## config.mk

```make
export PLATFORM = sky130hd
export DESIGN_NAME = slowReadLatch
export DESIGN_NICKNAME = d
export VERILOG_FILES = /design/src/slowVramPkg.sv /design/src/slowReadLatch.sv
export SDC_FILE = /design/constraint.sdc
export NUM_CORES = 1
export LEC_CHECK = 0
export BUFFER_PORTS_ARGS = -buffer_cell sky130_fd_sc_hd__clkbuf_2
export CELL_PAD_IN_SITES_DETAIL_PLACEMENT = 1
export CELL_PAD_IN_SITES_GLOBAL_PLACEMENT = 2
export CORE_AREA = 5 5 118 120
export DETAILED_ROUTE_END_ITERATION = 7
export DIE_AREA = 0 0 123 125
export HOLD_SLACK_MARGIN = 0.03
export PLACE_DENSITY = 0.76
export SLEW_MARGIN = 20
export SYNTH_ARGS = -nofsm -noshare
export SYNTH_HDL_FRONTEND = slang
export SYNTH_SLANG_ARGS = --single-unit
export TNS_END_PERCENT = 20
```

## constraint.sdc

```tcl
create_clock -name CLK_24M -period 2.3 [get_ports CLK_24M]
set_input_delay 0.23 -clock CLK_24M [delete_from_list [all_inputs] [get_ports CLK_24M]]
set_output_delay 0.23 -clock CLK_24M [all_outputs]
set_load 0.005 [all_outputs]
```

## src/slowVramPkg.sv

```systemverilog
package slowVramPkg;

	// Word address into the 32K slow VRAM
	typedef logic [14:0] vramAddr_t;

	// One slow VRAM word
	typedef logic [15:0] vramData_t;

	// Fix layer tile number
	typedef logic [11:0] fixTile_t;

	// Full sprite tile number
	// Low 16 bits from the even word, top 4 from the odd word
	typedef logic [19:0] sprTile_t;

	// Sprite palette index
	typedef logic [7:0] palIdx_t;

	// Active sprite number, 381 sprites fit in 9 bits
	typedef logic [8:0] spriteIdx_t;

	// Access slots in the order the counter walks them
	typedef enum logic [1:0] {
		SLOT_SPR_EVEN,
		SLOT_SPR_ODD,
		SLOT_FIX,
		SLOT_CPU
	} slot_t;

	// Array read pipeline depth
	// Must stay within 1..3 since capture is at phase 3
	parameter int READ_LATENCY_DEF = 2;

	// Fix map lives at the top of the slow VRAM
	parameter vramAddr_t FIX_MAP_BASE_DEF = 15'h7000;

endpackage

```

## src/slowReadLatch.sv

```systemverilog
`timescale 1ns/10ps

module slowReadLatch (
	input logic CLK_24M,
	input logic rstN,
	input slowVramPkg::vramData_t vramReadData,
	input logic capture,
	input slowVramPkg::slot_t captureSlot,
	// Fix map fields
	output slowVramPkg::fixTile_t fixTile,
	output logic [3:0] fixPal,
	output logic fixValid,
	// Sprite map fields
	output slowVramPkg::sprTile_t sprTile,
	output slowVramPkg::palIdx_t sprPal,
	output logic [1:0] sprAutoAnim,
	output logic sprVFlip,
	output logic sprHFlip,
	output logic sprValid,
	// CPU readback
	output slowVramPkg::vramData_t cpuReadData,
	output logic cpuReadValid
);
	import slowVramPkg::*;

	// First stage, raw word and its slot
	vramData_t word;
	slot_t wordSlot;
	logic wordValid;
	// Even sprite word waits for its odd partner
	vramData_t evenHold;

	// Capture stage
	always_ff @(posedge CLK_24M or negedge rstN) begin
		if (!rstN) begin
			wordValid <= 1'b0;
			wordSlot <= SLOT_SPR_EVEN;
		end else begin
			wordValid <= capture;
			if (capture)
				wordSlot <= captureSlot;
		end
	end

	always_ff @(posedge CLK_24M) begin
		if (capture)
			word <= vramReadData;
		if (wordValid && wordSlot == SLOT_SPR_EVEN)
			evenHold <= word;
	end

	// Field stage, one clock after capture
	always_ff @(posedge CLK_24M or negedge rstN) begin
		if (!rstN) begin
			fixTile <= '0;
			fixPal <= 4'd0;
			fixValid <= 1'b0;
			sprTile <= '0;
			sprPal <= '0;
			sprAutoAnim <= 2'd0;
			sprVFlip <= 1'b0;
			sprHFlip <= 1'b0;
			sprValid <= 1'b0;
			cpuReadData <= '0;
			cpuReadValid <= 1'b0;
		end else begin
			// Valids are single clock pulses
			fixValid <= 1'b0;
			sprValid <= 1'b0;
			cpuReadValid <= 1'b0;
			if (wordValid) begin
				case (wordSlot)
					SLOT_FIX: begin
						fixTile <= word[11:0];
						fixPal <= word[15:12];
						fixValid <= 1'b1;
					end
					// All sprite fields change together on the odd word
					SLOT_SPR_ODD: begin
						sprTile <= {word[7:4], evenHold};
						sprPal <= word[15:8];
						sprAutoAnim <= word[3:2];
						sprVFlip <= word[1];
						sprHFlip <= word[0];
						sprValid <= 1'b1;
					end
					SLOT_CPU: begin
						cpuReadData <= word;
						cpuReadValid <= 1'b1;
					end
					// Even word only parked in evenHold
					default: ;
				endcase
			end
		end
	end

endmodule

```

==> results by group <==
Yosys
  – Synth top area cells: dfrtp_1 47%, edfxtp_1 26%, mux2_4 15%
  – Commonest cells in the netlist: 70 x dfrtp_1, 38 x mux2_4, 32 x edfxtp_1, 28 x mux2_2, 5 x buf_6
  – FF+latch count, synth: 102
  – Top-count cell post-synth: dfrtp_1
  – Synth cell types: 9
  – Asr flop ratio synth: 68.63%
  – Synth warnings: 0
  – EDFF count, synth: 32
  – Register area share after synthesis: 72.70%
  – Area share of the largest cell type after synthesis: 46.95%
  – Post-synth top area cell: dfrtp_1
  – Ys flop type: dfrtp_1
  – Synth Net Count: 201
  – Cells after synthesis: 180
  – Cell area after synthesis: 3731 um2
  – Mean Syn Cell Area: 20.73 um2

STA
  – Min Hold Slack: 0.01257 ns
  – Pins Over Slew Limit: 0
  – Final Setup Violations: 0
  – Final setup skew: 0.01225 ns
  – Fmax achieved: 604.5 MHz
  – Worst Tran Pin Value: 0.8931 ns
  – Hold Violations, Final: 0
  – Setup TNS: 0 ns
  – RSZ-0062 raised after global routing: false
  – Final worst path period share: 71.92%
  – Final min period: 1.654 ns
  – Worst slew margin relative to its limit: 40.46%

Route
  – DR vias: 1912
  – DRT iter0 DRCs: 84
  – Residual DRC: 0
  – DR WL/cell: 17.56 um
  – Total Wirelength: 8044 um
  – DRT Pass-1 Iters: 3
  – Antenna Nets Post-Route: 0
  – Vias per cell: 4.175

Global route
  – Antenna violations before repair: 0
  – Total routing usage reported by global routing: 11.22%
  – Largest net degree at the start of global routing: 71
  – Total gr overflow: 0
  – Vias in the first global route: 2171
  – First-pass GRT wire length: 12790 um

Clock network
  – Setup bufs post-CTS: 0
  – Hold-fix buffers, CTS: 0
  – Clock sinks: 102
  – Clk Latency, worst-skew pair: 0.34 ns
  – Resize count post-CTS: 0
  – CTS Buffer Depth: 2
  – CTS H-Tree Depth: 3
  – Num CTS Buffers: 9
  – Root Buffer: clkbuf_16
  – TritonCTS clock tree: built
  – Register clock-pin slew on the reported worst setup and hold paths: 0.07 ns

Cells and area
  – Total inserted antenna cells: 0
  – Layout Utilization: 36.06%
  – Area Overhead vs Synth: 24.45%
  – Final std cells w/o fill: 458
  – Layout cells sized above 1: 60.99%
  – Nets: 298

Place
  – DP HPWL: 5548 um
  – Placed insts: 442
  – Placer Congestion: 0.6800
  – IO buf count: 87

Pwr
  – Pwr dens: 1046 nW/um2
  – Worst vdd ir: 0.0003220 V
  – Static leakage: 0.002193 uW

Worst hold path
  – Hold Path Class: in -> async

Floorplanning
  – Die W: 123 um
  – Die H: 125 um
  – Rows: 42
  – I/O pin cnt: 88
  – Core region area: 12870 um2
  – Starting Density: 28.98%
  – Die Area: 15380 um2

Critical path
  – Critical path data arrival time: 1.88 ns
  – Required @ worst endpoint: 2.52 ns
  – CP endpoint kind: flip-flop
  – Worst setup SP type: flip-flop
  – Max Fanout on Critical Path: 18
  – WS Path Type: reg -> reg

Job
  – MaxCap Viol Count: 0

Outcome
  – Status: finished clean
-- metrics by stage --
step | cell area (um2) | worst slack, ns | power [uW]
after detailed placement | 4380 | 0.6272 | 3552
after global routing | 4643 | 0.5503 | 5130
after CTS | 4643 | 0.6104 | 4960
after floorplan | 3731 | 0.1203 | 2993
after global placement | 4380 | 0.6832 | 3501
final | 4643 | 0.6457 | 4855
-- report_power, final --
| part | internal (uW) | leakage, uW | switching (uW) |
|---|---|---|---|
| sequential | 2260 | 0.00114 | 254 |
| combinational | 616 | 0.000929 | 342 |
| clock | 760 | 0.000128 | 618 |
-- flip-flops by register name, summed over array words and instances, names as in the netlist --
name / flops
cpuReadValid: 1
sprHFlip: 1
sprValid: 1
fixPal: 4
cpuReadData: 16
evenHold: 16
wordValid: 1
sprPal: 8
sprAutoAnim: 2
wordSlot: 2
fixValid: 1
fixTile: 12
sprTile: 20
word: 16
sprVFlip: 1
-- final timing paths --
kind | startpoint | endpoint | cells after the start | slack [ns]
setup reg to reg | wordSlot[1] | sprTile[13] | 3 | 0.65
hold / removal | rstN | cpuReadData[1] | 1 | 0.01
hold reg to reg | evenHold[8] | sprTile[8] | 1 | 0.48
setup / recovery | wordSlot[1] | sprTile[13] | 3 | 0.65
max in group asynchronous | rstN | fixTile[6] | 1 | 1.70
min in group CLK_24M | vramReadData[0] | word[0] | 1 | 0.06
-- layer usage --
metal	vias to the layer above	GRT usage [%]	share of wire (%)
met2	47	17.40	50
met5	-	0	0
met3	13	2.349	4.1
met4	0	5.863	2.1
met1	1013	14.73	44
li1	839	-	-
-- worst max-delay path, cell delays in order, from the launching register on --
cell	delay [ns]
dfrtp_1	0.47
nand3b_4	0.44
buf_12	0.30
mux2_4	0.31
-- cell families (layout without fill, tap and decap cells) --
family	count (synthesis)	in the layout	synth area share (%)
buffers and inverters	8	110	1.811
DFF	102	102	72.70
muxes	66	66	23.74
and+or+nand+nor	4	4	1.744
-- placed cells by master, fill, tap and decap left out --
cell	count
nand3_4	1
nand3b_4	2
clkbuf_1	4
dfrtp_1	70
mux2_2	28
edfxtp_1	32
nor3b_2	1
clkbuf_8	1
clkbuf_16	9
inv_1	3
clkinv_1	1
clkinv_2	1
clkbuf_2	86
buf_12	1
mux2_4	38
buf_4	4
-- area by class of cell --
type / instances / area (um2)
Sequential cell: 102 / 2713
Fill cell: 1320 / 8232
Clock inverter: 2 / 8.758
Tap cell: 176 / 220.2
Inverter: 3 / 11.26
Timing Repair Buffer: 91 / 480.5
Multi-Input combinational cell: 70 / 955.9
Clock buffer: 14 / 254.0
Power figures use the tool's default switching activity.
