--- src/slowVramPkg.sv ---
package slowVramPkg;

	// Word address into the 32K slow VRAM
	typedef logic [14:0] vramAddr_t;

	// One slow VRAM word
	typedef logic [15:0] vramData_t;

	// Fix layer tile number
	typedef logic [11:0] fixTile_t;

	// Full sprite tile number
	// Low 16 bits from the even word, top 4 from the odd word
	typedef logic [19:0] sprTile_t;

	// Sprite palette index
	typedef logic [7:0] palIdx_t;

	// Active sprite number, 381 sprites fit in 9 bits
	typedef logic [8:0] spriteIdx_t;

	// Access slots in the order the counter walks them
	typedef enum logic [1:0] {
		SLOT_SPR_EVEN,
		SLOT_SPR_ODD,
		SLOT_FIX,
		SLOT_CPU
	} slot_t;

	// Array read pipeline depth
	// Must stay within 1..3 since capture is at phase 3
	parameter int READ_LATENCY_DEF = 2;

	// Fix map lives at the top of the slow VRAM
	parameter vramAddr_t FIX_MAP_BASE_DEF = 15'h7000;

endpackage

--- src/slowCycleSeq.sv ---
`timescale 1ns/10ps

module slowCycleSeq #(
	// Start of the fix map in VRAM
	parameter slowVramPkg::vramAddr_t FIX_MAP_BASE = slowVramPkg::FIX_MAP_BASE_DEF
) (
	input logic CLK_24M,
	input logic rstN,
	// Fix map position
	input logic [5:0] fixCol,
	input logic [4:0] rasterRow,
	// Sprite map position
	input slowVramPkg::spriteIdx_t activeSprite,
	input logic [4:0] tileRow,
	// CPU port, write and read are one-clock pulses
	input slowVramPkg::vramAddr_t cpuAddr,
	input slowVramPkg::vramData_t cpuWriteData,
	input logic cpuWrite,
	input logic cpuRead,
	// Array side
	output slowVramPkg::vramAddr_t vramAddr,
	output slowVramPkg::vramData_t vramWriteData,
	output logic vramRd,
	output logic vramWr,
	// Tag for the read latch
	output logic capture,
	output slowVramPkg::slot_t captureSlot,
	output logic cpuBusy
);
	import slowVramPkg::*;

	// Free running cycle position
	// 16 clocks per slow cycle, 4 per slot
	logic [3:0] slotCnt;
	logic [1:0] phase;
	slot_t curSlot;
	slot_t nextSlot;
	logic slotEnd;
	// Set when the current slot issued a read
	logic slotRead;
	// Sprite coordinates held for both sprite slots
	spriteIdx_t sprIdxHeld;
	logic [4:0] tileRowHeld;
	// Pending CPU request
	logic cpuIsWrite;
	vramAddr_t cpuAddrHeld;
	vramData_t cpuDataHeld;
	logic cpuAccept;
	// Decisions for the coming slot
	logic issueRd;
	logic issueWr;
	vramAddr_t fixAddr;
	vramAddr_t nextAddr;

	assign phase = slotCnt[1:0];
	assign curSlot = slot_t'(slotCnt[3:2]);
	// Wraps from CPU back to even sprite word
	assign nextSlot = slot_t'(slotCnt[3:2] + 2'd1);
	// Last clock of a slot, next slot is set up here
	assign slotEnd = (phase == 2'd3);

	// Fix map is column major, 32 words per column
	assign fixAddr = FIX_MAP_BASE + {4'd0, fixCol, 5'd0} + {10'd0, rasterRow};

	// New request only taken while idle
	assign cpuAccept = !cpuBusy && (cpuWrite || cpuRead);

	always_comb begin
		issueRd = 1'b0;
		issueWr = 1'b0;
		if (slotEnd) begin
			case (nextSlot)
				SLOT_SPR_EVEN: issueRd = 1'b1;
				// Odd word only if its even partner was read
				SLOT_SPR_ODD: issueRd = slotRead;
				SLOT_FIX: issueRd = 1'b1;
				SLOT_CPU: begin
					issueRd = cpuBusy && !cpuIsWrite;
					issueWr = cpuBusy && cpuIsWrite;
				end
			endcase
		end
	end

	// Address mux for the coming slot
	always_comb begin
		case (nextSlot)
			// Live coordinates, same values get latched below
			SLOT_SPR_EVEN: nextAddr = {activeSprite, tileRow, 1'b0};
			SLOT_SPR_ODD: nextAddr = {sprIdxHeld, tileRowHeld, 1'b1};
			SLOT_FIX: nextAddr = fixAddr;
			default: nextAddr = cpuAddrHeld;
		endcase
	end

	always_ff @(posedge CLK_24M or negedge rstN) begin
		if (!rstN) begin
			slotCnt <= 4'd0;
			vramRd <= 1'b0;
			vramWr <= 1'b0;
			slotRead <= 1'b0;
			capture <= 1'b0;
			captureSlot <= SLOT_SPR_EVEN;
			cpuBusy <= 1'b0;
			cpuIsWrite <= 1'b0;
		end else begin
			slotCnt <= slotCnt + 4'd1;
			// Strobes land in phase 0
			vramRd <= issueRd;
			vramWr <= issueWr;
			if (slotEnd)
				slotRead <= issueRd;
			// Word is back by phase 3, latch takes it at end of phase 3
			capture <= (phase == 2'd2) && slotRead;
			if (phase == 2'd2)
				captureSlot <= curSlot;
			if (cpuAccept) begin
				cpuBusy <= 1'b1;
				cpuIsWrite <= cpuWrite;
			end else if (vramWr || (capture && captureSlot == SLOT_CPU)) begin
				// Write done after its strobe, read done after its capture
				cpuBusy <= 1'b0;
			end
		end
	end

	always_ff @(posedge CLK_24M) begin
		if (slotEnd)
			vramAddr <= nextAddr;
		if (issueWr)
			vramWriteData <= cpuDataHeld;
		// Sample sprite coordinates at start of slot 0
		if (slotEnd && nextSlot == SLOT_SPR_EVEN) begin
			sprIdxHeld <= activeSprite;
			tileRowHeld <= tileRow;
		end
		if (cpuAccept) begin
			cpuAddrHeld <= cpuAddr;
			cpuDataHeld <= cpuWriteData;
		end
	end

endmodule

--- config.mk ---
export PLATFORM = sky130hd
export DESIGN_NAME = slowCycleSeq
export DESIGN_NICKNAME = d
export VERILOG_FILES = /design/src/slowVramPkg.sv /design/src/slowCycleSeq.sv
export SDC_FILE = /design/constraint.sdc
export NUM_CORES = 1
export LEC_CHECK = 0
export ABC_AREA = 0
export ABC_CLOCK_PERIOD_IN_PS = 3500
export BUFFER_PORTS_ARGS = -buffer_cell sky130_fd_sc_hd__buf_2
export CAP_MARGIN = 20
export CORE_AREA = 2 2 106 108
export DETAILED_ROUTE_END_ITERATION = 6
export DIE_AREA = 0 0 108 110
export GPL_ROUTABILITY_DRIVEN = 0
export HOLD_SLACK_MARGIN = 0.02
export PLACE_DENSITY_LB_ADDON = 0.12
export SLEW_MARGIN = 0
export SYNTH_ARGS = -nofsm -noshare
export SYNTH_HDL_FRONTEND = slang
export SYNTH_SLANG_ARGS = --single-unit
--- constraint.sdc ---
create_clock -name CLK_24M -period 3.5 [get_ports CLK_24M]
set_input_delay 0.35 -clock CLK_24M [delete_from_list [all_inputs] [get_ports CLK_24M]]
set_output_delay 0.35 -clock CLK_24M [all_outputs]
set_load 0.03 [all_outputs]
==> flow_summary.yaml <==
run_status:
  outcome: "finished, final reports clean"
min_path:
  hp-class: "in2reg"
  worstHoldStart: "cpuWriteData[0]"
  min_path_cells: 1
  min_to: "cpuDataHeld[0]"
clock_tree:
  cts_buffers: 9
  root_buffer: "clkbuf_8"
  post_cts.repair.setup_buffers: 0
  clock_latency_ns: 0.35
  cts_sinks: 88
  clk_pin_slew_ns: 0.08
  htree_levels: 3
  cts_buffer_depth: 2
  holdBufCountCts: 1
  cts_tree: "done"
  ctsResizeCount: 0
finish:
  n_antenna_cell: 0
  fillers: 1035
  fin_area_um2: 4058
  layout.nets: 315
  area_growth_pct: 28.28
  drive_gt1_share_pct: 48.64
timing:
  worst_pin_slew_ns: 0.6589
  final.setup.tns_ns: 0
  fin_skew_ns: 0.009338
  layout_min_cycle_time_ns: 1.815
  finalCritPeriodShare_pct: 51.85
  hold_violations: 0
  rsz0062_at_grt: "false"
  maxSlewHeadroom_pct: 56.07
  slew_violations: 0
  max_freq_mhz: 551.1
  setup_viol: 0
pwr:
  p_seq_share_pct: 59.5
  combPwrFrac_pct: 7.6
  power_density_nw_per_um2: 539.5
  p_switching_w: 0.0004569
  p_sw_share_pct: 20.87
  power.leakage_nw: 1.544
  ir_drop_uv: 402.7
  power.clock.fraction_pct: 32.9
  p_int_w: 0.001732
setup_path:
  critPathKind: "reg2reg"
  rrSetupSlack_ns: 1.69
  crit_path_end_kind: "register"
  crit_slowest_cell: "and3_1"
  path_cells: "ha_1 -> buf_4 -> and3_1"
  max_stage_delay_ns: 0.64
  cp.arrival_ns: 1.79
  required_ns: 3.48
  path_buf_inv: 1
  start_kind: "register"
  cp_max_fo: 20
  r2r_cells: 3
  setup.worst_path.start: "slotCnt[1]"
  regToRegStartpoint: "slotCnt[1]"
  crit_family: "simple AND/OR/NAND/NOR gates"
  reg2reg_to: "sprIdxHeld[8]"
synth:
  async_reset_ff_share_pct: 13.64
  syn-cell-area_um2: 3163
  ys_seq_area_share_pct: 81.65
  syn_nets: 208
  syn_inst: 146
  synth-seq-cells: 88
  synth_area_per_cell_um2: 21.66
  ys.flop_type: "edfxtp_1"
  synth_edf_count: 76
  synth.distinct_cells: 27
  yosys_warnings: 0
route:
  vias: 1677
  via_per_inst: 4.224
  drtIter0Drc: 53
  first_pass_iters: 4
  wl_um: 6229
  drc_errors: 0
  wl_per_cell_um: 15.69
  antenna_left: 0
floorplan:
  core_area_um2: 10700
  die_w_um: 108
  dieHeight_um: 110
  start_util_pct: 29.57
  ios: 97
  rows: 38
  dieArea_um2: 11880
placed_design:
  placed_cell_area_um2: 3819
  hpwl_um: 4313
  port_buffers: 96
global_routing:
  grt_max_degree: 33
  grt_use_total_pct: 11.10
  grt_pass1_wl_um: 9480
  grt_pass1_vias: 1791
  antenna_found_initial: 0
  grt_overflow: 0
job:
  maxCapViolations: 0
==> cell families (layout without fill, tap and decap cells) <==
family | Yosys count | in the layout | synth area share [%]
flops | 88 | 88 | 81.65
mux | 17 | 17 | 10.21
simple gates | 14 | 14 | 2.295
compound gates | 12 | 12 | 2.453
buf+inv | 11 | 122 | 2.057
fa+ha+maj | 2 | 2 | 0.7910
xor+xnor | 2 | 2 | 0.5539
==> metrics by stage <==
step / hold slack [ns] / power (W) / cells / worst slack, ns / util (%)
global placement: 0.2558 / 0.001474 / 380 / 1.703 / 35.70
CTS: 0.1530 / 0.002208 / 396 / 1.652 / 37.67
floorplan: 0.05441 / 0.001387 / 146 / 0.8009 / -
global route: 0.1455 / 0.002293 / 397 / 1.557 / 37.93
detailed placement: 0.2647 / 0.001479 / 380 / 1.658 / 35.70
finish: 0.1748 / 0.002189 / 397 / 1.685 / 37.93
==> power groups by stage <==
stage / logic (W) / clock network (W) / registers [W]
2_1_floorplan: 0.0000610 / 0 / 0.00133
3_3_place_gp: 0.000147 / 0 / 0.00133
3_5_place_dp: 0.000147 / 0 / 0.00133
4_1_cts: 0.000148 / 0.000754 / 0.00131
5_1_grt: 0.000185 / 0.000795 / 0.00131
6_report: 0.000167 / 0.000719 / 0.00130
==> synth_stat cells, types with 2 or more instances <==
| cell | number | area share [%] |
|---|---|---|
| nand3_1 | 2 | 0.32 |
| mux2_2 | 4 | 1.4 |
| o22a_1 | 2 | 0.55 |
| a21oi_1 | 5 | 0.79 |
| mux2i_1 | 3 | 0.95 |
| nor3_1 | 4 | 0.63 |
| o21ai_0 | 2 | 0.32 |
| buf_2 | 4 | 0.63 |
| mux4_1 | 6 | 5.0 |
| ha_1 | 2 | 0.79 |
| dfrtp_1 | 12 | 9.5 |
| mux4_2 | 4 | 2.8 |
| nand2_1 | 2 | 0.24 |
| inv_1 | 5 | 0.59 |
| edfxtp_1 | 76 | 72 |
| nor2b_1 | 2 | 0.40 |
==> worst max path at each step <==
stage / slack, ns / to / cells after the start
final: 1.69 / sprIdxHeld[8] / 3
after global routing: 1.56 / sprIdxHeld[7] / 3
after global placement: 1.70 / cpuAddrHeld[5] / 3
after floorplan: 0.80 / vramWriteData[0] / 3
after detailed placement: 1.66 / sprIdxHeld[2] / 3
after CTS: 1.65 / sprIdxHeld[8] / 3
==> registers in the layout, indices dropped and copies added (netlist names) <==
| name | cells |
|---|---|
| captureSlot | 2 |
| cpuAddrHeld | 15 |
| vramAddr | 15 |
| cpuBusy | 1 |
| slotRead | 1 |
| vramWr | 1 |
| vramWriteData | 16 |
| tileRowHeld | 5 |
| cpuIsWrite | 1 |
| sprIdxHeld | 9 |
| vramRd | 1 |
| cpuDataHeld | 16 |
| slotCnt | 4 |
| capture | 1 |
==> worst register-to-register path: stages (launching register included) <==
cell and delay [ns]:
dfrtp_1 0.38, ha_1 0.15, buf_4 0.29, and3_1 0.64
==> final cells by class <==
cell class / count / area (um^2) / share of cell area [%]
inverter: 5 / 18.77 / 0.4625
multi-input combinational: 47 / 531.8 / 13.11
clock buffer: 11 / 131.4 / 3.238
clock inverter: 4 / 70.07 / 1.727
timing repair buffer: 102 / 548.0 / 13.51
sequential: 88 / 2582 / 63.64
tap: 140 / 175.2 / 4.317
==> metal layers <==
metal	vias up	global-route usage [%]	part of all wire (%)
met5	-	0	0
met4	0	3.846	1.3
met3	8	4.292	7.3
met2	71	17.79	48
met1	808	13.82	43
li1	790	-	-
==> cells in the final DEF (no fill, tap or decap) <==
cell type      count
and3_1             1
o21a_1             1
buf_4              4
nor3_1             3
xnor2_1            1
clkinv_2           2
o21ai_0            2
a31o_2             1
nor2b_1            2
mux4_2             4
ha_1               2
nand2b_1           1
nor3_2             1
clkbuf_1           2
clkbuf_8           9
dlygate4sd3_1      1
dfrtp_1           12
bufinv_16          2
a21oi_4            1
mux2i_1            3
inv_1              5
edfxtp_1          76
buf_16             1
nor2_1             1
nand3_1            2
a21oi_1            4
nand2_1            2
and2_1             1
mux2_2             4
xor2_1             1
o22a_1             2
mux4_1             6
buf_2             96
a22o_1             1
(Power assumes the default switching activity.)
